## src/hdl/wb_pkg.sv

```systemverilog
package wb_pkg;

  typedef logic [15:0] wb_adr_t;           // Word address, a master uses the low bits
  typedef logic [15:0] wb_dat_t;           // One 16-bit data word per transfer
  typedef logic [1:0]  wb_sel_t;           // One select bit per byte lane

  // Signals driven by the master
  typedef struct packed {
    logic    cyc;                          // Bus cycle in progress
    logic    stb;                          // Valid transfer on the bus
    logic    we;                           // Write when set
    wb_adr_t adr;
    wb_dat_t dat_w;
    wb_sel_t sel;
  } wb_req_t;

  // Signals driven by the slave
  typedef struct packed {
    logic    ack;                          // Transfer ends on this edge
    wb_dat_t dat_r;
  } wb_rsp_t;

endpackage

```

## src/hdl/cpu_pkg.sv

```systemverilog
package cpu_pkg;

  typedef logic [15:0] word_t;             // One data word of the CPU
  typedef logic [3:0]  reg_id_t;           // Register number, 16 registers in all

  // Operations of the execute stage ALU
  typedef enum logic [2:0] {
    ADD   = 3'd0,
    SUB   = 3'd1,
    AND   = 3'd2,
    OR    = 3'd3,
    XOR   = 3'd4,
    SHL   = 3'd5,                          // Shift amount from the low 4 bits of B
    SHR   = 3'd6,                          // Logical shift, zeros come in at the top
    PASSB = 3'd7                           // B straight through, used for load immediate
  } alu_op_e;

  ////////////////////////////////////////////////////////////////////////////
  // Contents of the pipeline stages
  ////////////////////////////////////////////////////////////////////////////

  // Decoded operation as it arrives at the issue port
  typedef struct packed {
    alu_op_e alu_op;
    reg_id_t rs1;                          // First source, also the base of an address
    reg_id_t rs2;                          // Second source, also the data of a store
    reg_id_t rd;
    word_t   imm;
    logic    use_imm;                      // B operand taken from imm instead of rs2
    logic    mem_en;                       // Load or store
    logic    mem_write;                    // Store when set together with mem_en
    logic    reg_write;
  } issue_op_t;

  // ID/EX register with the operands read from the register file
  typedef struct packed {
    issue_op_t op;
    word_t     rs1_val;
    word_t     rs2_val;
  } id_ex_t;

  // EX/MEM register
  typedef struct packed {
    word_t   alu_out;                      // ALU result or word address of the access
    word_t   store_data;
    reg_id_t rs2;                          // Kept for store data forwarding
    reg_id_t rd;
    logic    mem_en;
    logic    mem_write;
    logic    reg_write;
    logic    mem_to_reg;                   // Result comes from the data memory
  } ex_mem_t;

  // Result leaving the write-back stage
  typedef struct packed {
    logic    valid;
    reg_id_t rd;
    word_t   data;
  } wb_t;

endpackage
```

## src/hdl/exmem_core_top.sv

```systemverilog
module exmem_core_top
  import cpu_pkg::*, wb_pkg::*;
#(
  parameter int unsigned ADR_W = 10        // Data memory of 1024 words
) (
  input  logic      clk,
  input  logic      arst_n,
  input  logic      issue_valid,
  input  issue_op_t issue_op,
  output logic      issue_ready,
  output wb_req_t   wb_req,                // Data memory port
  input  wb_rsp_t   wb_rsp,
  output logic      wb_valid,              // Register write of the retiring operation
  output reg_id_t   wb_rd,
  output word_t     wb_data
);

  id_ex_t  id_ex;
  logic    id_ex_valid;
  ex_mem_t ex_out;                         // Execute result before the EX/MEM register
  ex_mem_t ex_mem;
  wb_t     wb;
  logic    mem_busy;

  issue_regfile issue_regfile_i (
    .clk(clk), .arst_n(arst_n),
    .issue_valid(issue_valid), .issue_op(issue_op), .issue_ready(issue_ready),
    .hold(mem_busy), .wb(wb), .id_ex(id_ex), .id_ex_valid(id_ex_valid)
  );

  ex_stage ex_stage_i (
    .id_ex(id_ex), .id_ex_valid(id_ex_valid),
    .fwd_mem(ex_mem), .fwd_wb(wb), .ex_out(ex_out)
  );

  ex_mem_pipe_reg ex_mem_pipe_reg_i (
    .clk(clk), .arst_n(arst_n), .hold(mem_busy),
    .ex_in(ex_out), .wb(wb), .ex_mem(ex_mem)
  );

  mem_wb_stage #(
    .ADR_W(ADR_W)
  ) mem_wb_stage_i (
    .clk(clk), .arst_n(arst_n), .ex_mem(ex_mem),
    .wb_req(wb_req), .wb_rsp(wb_rsp), .mem_busy(mem_busy), .wb(wb)
  );

  assign wb_valid = wb.valid;
  assign wb_rd    = wb.rd;
  assign wb_data  = wb.data;

endmodule

```

## src/hdl/mem_wb_stage.sv

```systemverilog
module mem_wb_stage
  import cpu_pkg::*, wb_pkg::*;
#(
  parameter int unsigned ADR_W = 10        // Word address width of the data memory
) (
  input  logic    clk,
  input  logic    arst_n,
  input  ex_mem_t ex_mem,
  output wb_req_t wb_req,                  // Wishbone classic master port
  input  wb_rsp_t wb_rsp,
  output logic    mem_busy,                // Holds the whole back end
  output wb_t     wb
);

  typedef enum logic {
    IDLE,                                  // No cycle started in an earlier clock
    BUS                                    // Cycle open, waiting for ack
  } bus_state_e;

  bus_state_e       state;
  logic             cyc;
  logic [ADR_W-1:0] word_adr;
  logic             wb_valid_q;
  reg_id_t          wb_rd_q;
  word_t            wb_data_q;

  ////////////////////////////////////////////////////////////////////////////
  // Wishbone master
  ////////////////////////////////////////////////////////////////////////////

  // A cycle starts as soon as a memory operation reaches EX/MEM
  assign cyc      = (state == BUS) | ex_mem.mem_en;
  assign mem_busy = cyc & ~wb_rsp.ack;     // Access not acknowledged yet
  assign word_adr = ex_mem.alu_out[ADR_W-1:0];

  always_comb begin
    wb_req                = '0;
    wb_req.cyc            = cyc;
    wb_req.stb            = cyc;           // Single transfer per cycle
    wb_req.we             = ex_mem.mem_write;
    wb_req.adr[ADR_W-1:0] = word_adr;
    wb_req.dat_w          = ex_mem.store_data;
    wb_req.sel            = 2'b11;         // Whole words only
  end

  always_ff @(posedge clk or negedge arst_n) begin
    if (!arst_n) begin
      state <= IDLE;
    end else begin
      case (state)
        IDLE:    if (ex_mem.mem_en && !wb_rsp.ack) state <= BUS;
        BUS:     if (wb_rsp.ack) state <= IDLE;
        default: state <= IDLE;
      endcase
    end
  end

  ////////////////////////////////////////////////////////////////////////////
  // MEM/WB register and result select
  ////////////////////////////////////////////////////////////////////////////

  always_ff @(posedge clk or negedge arst_n) begin
    if (!arst_n) begin
      wb_valid_q <= 1'b0;
    end else if (!mem_busy) begin
      wb_valid_q <= ex_mem.reg_write;
    end
  end

  always_ff @(posedge clk) begin
    if (!mem_busy) begin
      wb_rd_q   <= ex_mem.rd;
      wb_data_q <= ex_mem.mem_to_reg ? wb_rsp.dat_r : ex_mem.alu_out; // Load data or ALU
    end
  end

  // The result counts once, in the cycle before the pipeline moves on
  assign wb = '{valid: wb_valid_q & ~mem_busy, rd: wb_rd_q, data: wb_data_q};

endmodule

```

## src/hdl/ex_mem_pipe_reg.sv

```systemverilog
module ex_mem_pipe_reg
  import cpu_pkg::*;
(
  input  logic    clk,
  input  logic    arst_n,
  input  logic    hold,                    // Keep the contents while the bus is busy
  input  ex_mem_t ex_in,                   // Result of the execute stage
  input  wb_t     wb,                      // Value being written back this cycle
  output ex_mem_t ex_mem
);

  logic    newer_wr;                       // Operation now in EX/MEM also writes rs2
  logic    store_fwd;
  word_t   store_data;
  word_t   alu_out_q;
  word_t   store_data_q;
  reg_id_t rs2_q;
  reg_id_t rd_q;
  logic    mem_en_q;
  logic    mem_write_q;
  logic    reg_write_q;
  logic    mem_to_reg_q;

  // Write-back data replaces the store data unless a younger write to rs2 was forwarded
  assign newer_wr   = ex_mem.reg_write & (ex_mem.rd == ex_in.rs2);
  assign store_fwd  = ex_in.mem_write & wb.valid & (wb.rd == ex_in.rs2) & ~newer_wr;
  assign store_data = store_fwd ? wb.data : ex_in.store_data;

  // Enables of the memory and write-back stages
  always_ff @(posedge clk or negedge arst_n) begin
    if (!arst_n) begin
      mem_en_q     <= 1'b0;
      mem_write_q  <= 1'b0;
      reg_write_q  <= 1'b0;
      mem_to_reg_q <= 1'b0;
    end else if (!hold) begin
      mem_en_q     <= ex_in.mem_en;
      mem_write_q  <= ex_in.mem_write;
      reg_write_q  <= ex_in.reg_write;
      mem_to_reg_q <= ex_in.mem_to_reg;
    end
  end

  always_ff @(posedge clk) begin
    if (!hold) begin
      alu_out_q    <= ex_in.alu_out;
      store_data_q <= store_data;
      rs2_q        <= ex_in.rs2;
      rd_q         <= ex_in.rd;
    end
  end

  assign ex_mem = '{alu_out: alu_out_q, store_data: store_data_q, rs2: rs2_q, rd: rd_q,
                    mem_en: mem_en_q, mem_write: mem_write_q, reg_write: reg_write_q,
                    mem_to_reg: mem_to_reg_q};

endmodule

```

## src/hdl/ex_stage.sv

```systemverilog
module ex_stage
  import cpu_pkg::*;
(
  input  id_ex_t  id_ex,
  input  logic    id_ex_valid,             // Low for a bubble
  input  ex_mem_t fwd_mem,                 // Operation one stage ahead
  input  wb_t     fwd_wb,                  // Operation two stages ahead
  output ex_mem_t ex_out
);

  logic  mem_hit_a;                        // EX/MEM writes rs1
  logic  mem_hit_b;                        // EX/MEM writes rs2
  logic  wb_hit_a;
  logic  wb_hit_b;
  logic  is_store;
  logic  is_load;
  word_t op_a;
  word_t rs2_fwd;                          // rs2 with forwarding from both stages
  word_t op_b;
  word_t result;
  word_t mem_adr;

  ////////////////////////////////////////////////////////////////////////////
  // Operand forwarding
  ////////////////////////////////////////////////////////////////////////////

  // Loads in EX/MEM have no value yet and never match here
  assign mem_hit_a = fwd_mem.reg_write & ~fwd_mem.mem_to_reg & (fwd_mem.rd == id_ex.op.rs1);
  assign mem_hit_b = fwd_mem.reg_write & ~fwd_mem.mem_to_reg & (fwd_mem.rd == id_ex.op.rs2);
  assign wb_hit_a  = fwd_wb.valid & (fwd_wb.rd == id_ex.op.rs1);
  assign wb_hit_b  = fwd_wb.valid & (fwd_wb.rd == id_ex.op.rs2);

  // The younger EX/MEM value takes priority over MEM/WB
  assign op_a    = mem_hit_a ? fwd_mem.alu_out : (wb_hit_a ? fwd_wb.data : id_ex.rs1_val);
  assign rs2_fwd = mem_hit_b ? fwd_mem.alu_out : (wb_hit_b ? fwd_wb.data : id_ex.rs2_val);
  assign op_b    = id_ex.op.use_imm ? id_ex.op.imm : rs2_fwd;

  ////////////////////////////////////////////////////////////////////////////
  // ALU and address adder
  ////////////////////////////////////////////////////////////////////////////

  always_comb begin
    case (id_ex.op.alu_op)
      ADD:     result = op_a + op_b;
      SUB:     result = op_a - op_b;
      AND:     result = op_a & op_b;
      OR:      result = op_a | op_b;
      XOR:     result = op_a ^ op_b;
      SHL:     result = op_a << op_b[3:0];
      SHR:     result = op_a >> op_b[3:0];
      default: result = op_b;              // PASSB
    endcase
  end

  assign mem_adr  = op_a + id_ex.op.imm;   // Base register plus offset
  assign is_store = id_ex.op.mem_en & id_ex.op.mem_write;
  assign is_load  = id_ex.op.mem_en & ~id_ex.op.mem_write;

  always_comb begin
    ex_out.alu_out    = id_ex.op.mem_en ? mem_adr : result;
    // MEM/WB forwarding of store data happens in the EX/MEM register
    ex_out.store_data = mem_hit_b ? fwd_mem.alu_out : id_ex.rs2_val;
    ex_out.rs2        = id_ex.op.rs2;
    ex_out.rd         = id_ex.op.rd;
    ex_out.mem_en     = id_ex_valid & id_ex.op.mem_en;       // A bubble clears every enable
    ex_out.mem_write  = id_ex_valid & is_store;
    ex_out.reg_write  = id_ex_valid & id_ex.op.reg_write & ~is_store;
    ex_out.mem_to_reg = id_ex_valid & is_load;
  end

endmodule

```

## src/hdl/issue_regfile.sv

```systemverilog
module issue_regfile
  import cpu_pkg::*;
(
  input  logic      clk,
  input  logic      arst_n,
  input  logic      issue_valid,           // Operation offered at the issue port
  input  issue_op_t issue_op,
  output logic      issue_ready,
  input  logic      hold,                  // Back end frozen by an open bus cycle
  input  wb_t       wb,                    // Register file write port
  output id_ex_t    id_ex,
  output logic      id_ex_valid
);

  word_t     regs [16];                    // The 16 general registers
  issue_op_t id_op;                        // Operation waiting for its operands
  logic      id_valid;
  logic      ex_is_load;                   // ID/EX holds a load that writes a register
  logic      uses_rs2;
  logic      load_use;
  word_t     rs1_val;
  word_t     rs2_val;

  ////////////////////////////////////////////////////////////////////////////
  // Register file
  ////////////////////////////////////////////////////////////////////////////

  always_ff @(posedge clk) begin
    if (wb.valid) begin
      regs[wb.rd] <= wb.data;
    end
  end

  // A value written in this cycle is seen by the read at once
  assign rs1_val = (wb.valid && wb.rd == id_op.rs1) ? wb.data : regs[id_op.rs1];
  assign rs2_val = (wb.valid && wb.rd == id_op.rs2) ? wb.data : regs[id_op.rs2];

  ////////////////////////////////////////////////////////////////////////////
  // Load-use interlock and issue handshake
  ////////////////////////////////////////////////////////////////////////////

  assign ex_is_load = id_ex_valid & id_ex.op.mem_en & ~id_ex.op.mem_write & id_ex.op.reg_write;
  assign uses_rs2   = ~id_op.use_imm | (id_op.mem_en & id_op.mem_write); // Stores read rs2
  assign load_use   = id_valid & ex_is_load &
                      ((id_ex.op.rd == id_op.rs1) | (uses_rs2 & (id_ex.op.rd == id_op.rs2)));

  assign issue_ready = ~hold & ~load_use;  // ID stage can take a new operation

  // The ID stage keeps its operation during a stall
  always_ff @(posedge clk or negedge arst_n) begin
    if (!arst_n) begin
      id_valid <= 1'b0;
    end else if (issue_ready) begin
      id_valid <= issue_valid;
    end
  end

  always_ff @(posedge clk) begin
    if (issue_valid && issue_ready) begin
      id_op <= issue_op;
    end
  end

  // ID/EX register, a bubble goes in while the interlock holds the ID stage
  always_ff @(posedge clk or negedge arst_n) begin
    if (!arst_n) begin
      id_ex_valid <= 1'b0;
    end else if (!hold) begin
      id_ex_valid <= id_valid & ~load_use;
    end
  end

  always_ff @(posedge clk) begin
    if (!hold) begin
      id_ex <= '{op: id_op, rs1_val: rs1_val, rs2_val: rs2_val};
    end
  end

endmodule

```

## config.mk

```make
export PLATFORM = sky130hd
export DESIGN_NAME = exmem_core_top
export DESIGN_NICKNAME = d
export VERILOG_FILES = /design/src/hdl/wb_pkg.sv /design/src/hdl/cpu_pkg.sv /design/src/hdl/exmem_core_top.sv /design/src/hdl/mem_wb_stage.sv /design/src/hdl/ex_mem_pipe_reg.sv /design/src/hdl/ex_stage.sv /design/src/hdl/issue_regfile.sv
export SDC_FILE = /design/constraint.sdc
export NUM_CORES = 1
export LEC_CHECK = 0
export BUFFER_PORTS_ARGS = -buffer_cell sky130_fd_sc_hd__buf_2
export CELL_PAD_IN_SITES_DETAIL_PLACEMENT = 1
export CELL_PAD_IN_SITES_GLOBAL_PLACEMENT = 1
export CORE_ASPECT_RATIO = 1.75
export CORE_MARGIN = 1
export CORE_UTILIZATION = 40
export DETAILED_ROUTE_END_ITERATION = 10
export GPL_TIMING_DRIVEN = 0
export PLACE_DENSITY = 0.71
export SYNTH_ARGS = -nofsm -noshare
export SYNTH_HDL_FRONTEND = slang
export SYNTH_SLANG_ARGS = --single-unit
```

## constraint.sdc

```tcl
create_clock -name clk -period 6.28 [get_ports clk]
set_input_delay 0.314 -clock clk [delete_from_list [all_inputs] [get_ports clk]]
set_output_delay 0.314 -clock clk [all_outputs]
set_load 0.1 [all_outputs]
```

==> results.yml <==
global_routing:
  gr-max-usage-layer: "met2"
  met2_usage_pct: 55.7
  grt_pass1_vias: 18100
  use_met3_pct: 3.12
  grt_use_met1_pct: 28.2
  antenna_found_initial: 1
  grt_overflow: 0
  grt_pass1_wl_um: 122000
  grt_max_degree: 46
  grt_use_total_pct: 29.3
clock_network:
  cts_tree: "done"
  cts_buffers: 39
  path_clk_slew_ns: 0.07
  clk_latency_ns: 0.57
  cts_root_buf: "clkbuf_16"
  htree_levels: 2
  cts_buffer_depth: 3
  cts_sinks: 422
critical_path:
  reg2reg_from: "ex_mem_pipe_reg_i.mem_en_q"
  rrSetupSlack_ns: 0.21
  crit_slowest_cell: "a31oi_1"
  cp_common_cell: "o21ai_0"
  worst-endpoint-arrival_ns: 6.33
  regToRegEndpoint: "ex_mem_pipe_reg_i.alu_out_q[15]"
  worst_setup_path_start_kind: "flop"
  endpoint_kind: "flop"
  required_ns: 6.54
  crit_fanout: 45
  path_class: "reg -> reg"
  path_cells: "o21bai_2 -> clkbuf_16 -> buf_16 -> and4_1 -> buf_2 -> nand3_1 -> a31oi_1 -> ha_1 -> a21oi_1 -> o21ai_0 -> a31oi_1 -> o21ai_0 -> a2111oi_0 -> o31a_1 -> o21ai_0 -> mux2_2 -> nand3_1"
  slowest_delay_ns: 0.83
  rr_worst_depth: 17
placement:
  placed_cells: 2565
  placed_area_sq_um: 25300
  hpwl_um: 65000
  port_buffers: 105
  finalWeightedCongestion: 0.978
yosys:
  syn_avg_cell_area_sq_um: 14.1
  synth_edf_count: 414
  synth.cell_area_sq_um: 23400
  synth-seq-cells: 422
  synthFlopType: "edfxtp_1"
  synth_warnings: 0
  synthDistinctLibCells: 90
  async_flop_share_pct: 1.90
  syn_inst: 1656
  ys_seq_area_share_pct: 53.9
floorplan:
  die_w_um: 185
  rows: 117
  io_pins: 114
  die_area_sq_um: 59600
  die_h_um: 322
  core-area_sq_um: 58000
  initial_utilization_pct: 40.4
power:
  power_density_nw_per_um2: 511
  ir_drop_mv: 0.387
  p_leak_nw: 9.43
cells_and_area:
  fillCellCount: 5918
  fin_area_sq_um: 27000
  antenna_cells: 0
  multi_input_area_sq_um: 9970
  area_growth_pct: 15.4
  final_common_cell: "edfxtp_1"
  ff_latch_area_sq_um: 12600
  fin_cells: 2673
  layout-drive-gt1-share_pct: 28.3
  layout_common_cells: "edfxtp_1 (414), mux4_2 (161), buf_2 (124)"
  layout.nets: 1992
timing:
  max_freq_ghz: 0.165
  final.min_clock_period_ns: 6.07
  drv_slew: 0
  finalHoldViolCount: 0
  setup_violations: 0
  finClkSkew_ns: 0.0265
  relSlewSlack_pct: 10.2
  worst_pin_slew_ns: 1.35
  rsz0062_at_grt: "no"
  post-route-period-util_pct: 96.7
status:
  status: "finished clean"
detailed_routing:
  dr.pass1.iters: 5
  dr_total_vias: 16600
  ant_nets: 0
  drt-wirelength-per-cell_um: 32.2
  drc: 0
  drt_iter0_markers: 1557
  finalWirelength_um: 86000
  viasPerCell: 6.19
hold_path:
  min-delay-start: "wb_rsp[16]"
  hold_depth: 3
  hp-class: "in -> reg"
  whs_endpoint: "ex_mem_pipe_reg_i.mem_en_q"
job:
  maxCapViolations: 0
Yosys cell counts, drive strengths merged, types with 33 or more instances:
library cell  count  area [sq um]
mux2             56           634
mux2i            33           330
o21ai            92           472
nand3            59           318
edfxtp          414         12400
nor2             65           270
clkbuf           52           195
buf              90           557
a21oi            89           453
mux4            161          3630
ha               64           801
inv              59           221
xnor2            52           470
nor3             48           240
nand2            83           314
how the worst max path moves through the flow:
stage                               start  cells past startpoint                         endpoint
5_1_grt        ex_mem_pipe_reg_i.mem_en_q                     24  ex_mem_pipe_reg_i.alu_out_q[13]
3_3_place_gp                   wb_rsp[16]                     21  ex_mem_pipe_reg_i.alu_out_q[15]
3_5_place_dp   ex_mem_pipe_reg_i.mem_en_q                     21  ex_mem_pipe_reg_i.alu_out_q[15]
4_1_cts        ex_mem_pipe_reg_i.mem_en_q                     18  ex_mem_pipe_reg_i.alu_out_q[15]
6_report       ex_mem_pipe_reg_i.mem_en_q                     17  ex_mem_pipe_reg_i.alu_out_q[15]
2_1_floorplan  ex_mem_pipe_reg_i.mem_en_q                     20  ex_mem_pipe_reg_i.alu_out_q[15]
area by class of cell:
class                           instances  share of cell area (%)
Tap cell                              773                    3.58
Inverter                               60                   0.833
Buffer                                141                    2.86
Clock buffer                           51                    4.01
Multi-Input combinational cell       1038                    36.9
Sequential cell                       422                    46.7
Timing Repair Buffer                  169                    4.72
Clock inverter                         19                   0.393
cells by family after synthesis:
logic type | Yosys count | share of synthesized area (%)
mux | 250 | 19.6
other cells | 2 | 0.0321
compound gates | 324 | 9.21
xor+xnor | 72 | 2.76
simple gates | 318 | 6.72
fa+ha+maj | 66 | 3.59
flops | 422 | 53.9
buf+inv | 202 | 4.17
report_power, final:
group / internal (W) / switching (W) / total [W] / leakage [nW]
Sequential: 0.00398 / 0.000721 / 0.00470 / 3.99
Clock: 0.00123 / 0.00107 / 0.00230 / 0.595
Combinational: 0.00211 / 0.00469 / 0.00681 / 4.84
routing by layer:
layer | share of wire [%] | routed length [um] | up-vias
met4 | 9.3 | 7960 | 2
met1 | 31 | 26600 | 8447
met5 | 0.015 | 13 | -
met3 | 4.6 | 3950 | 345
met2 | 55 | 47500 | 787
li1 | - | - | 6977
stage by stage:
step,TNS [ns],util [%],hold WS [ns],setup slack [ns],total power [W]
finish,0,46.6,0.0563,0.206,0.0138
global route,0,46.6,0.0599,0.0239,0.0143
CTS,0,46.5,0.0429,0.00249,0.0137
detailed placement,-1.94,43.7,0.175,-0.633,0.0113
global placement,-32.78,43.0,0.170,-1.22,0.0111
floorplan,0,-,0.0184,0.628,0.00911
worst max-delay path, delay by kind of cell, from the launching register on:
kind / cells / cell delay (ns)
DFF: 1 / 0.40
and+or+nand+nor: 3 / 0.47
adders and majority gates: 1 / 0.41
muxes: 1 / 0.26
buffers and inverters: 3 / 0.68
AOI/OAI and AO/OA: 9 / 3.51
registers in the layout, indices dropped and copies added (netlist names), 4 cells and up:
register,count
ex_mem_pipe_reg_i.rd_q,4
mem_wb_stage_i.wb_rd_q,4
issue_regfile_i.id_ex,67
ex_mem_pipe_reg_i.alu_out_q,16
issue_regfile_i.regs,256
ex_mem_pipe_reg_i.store_data_q,16
issue_regfile_i.id_op,35
mem_wb_stage_i.wb_data_q,16
timing repair:
item,in CTS,in global routing
endpoints found under the hold margin,44,0
endpoints found under the setup margin,6,4
cloned,1,1
hold buffers,37,0
resized for setup,8,9
pin swaps,1,3
setup buffers,0,0
(Power assumes the default switching activity.)
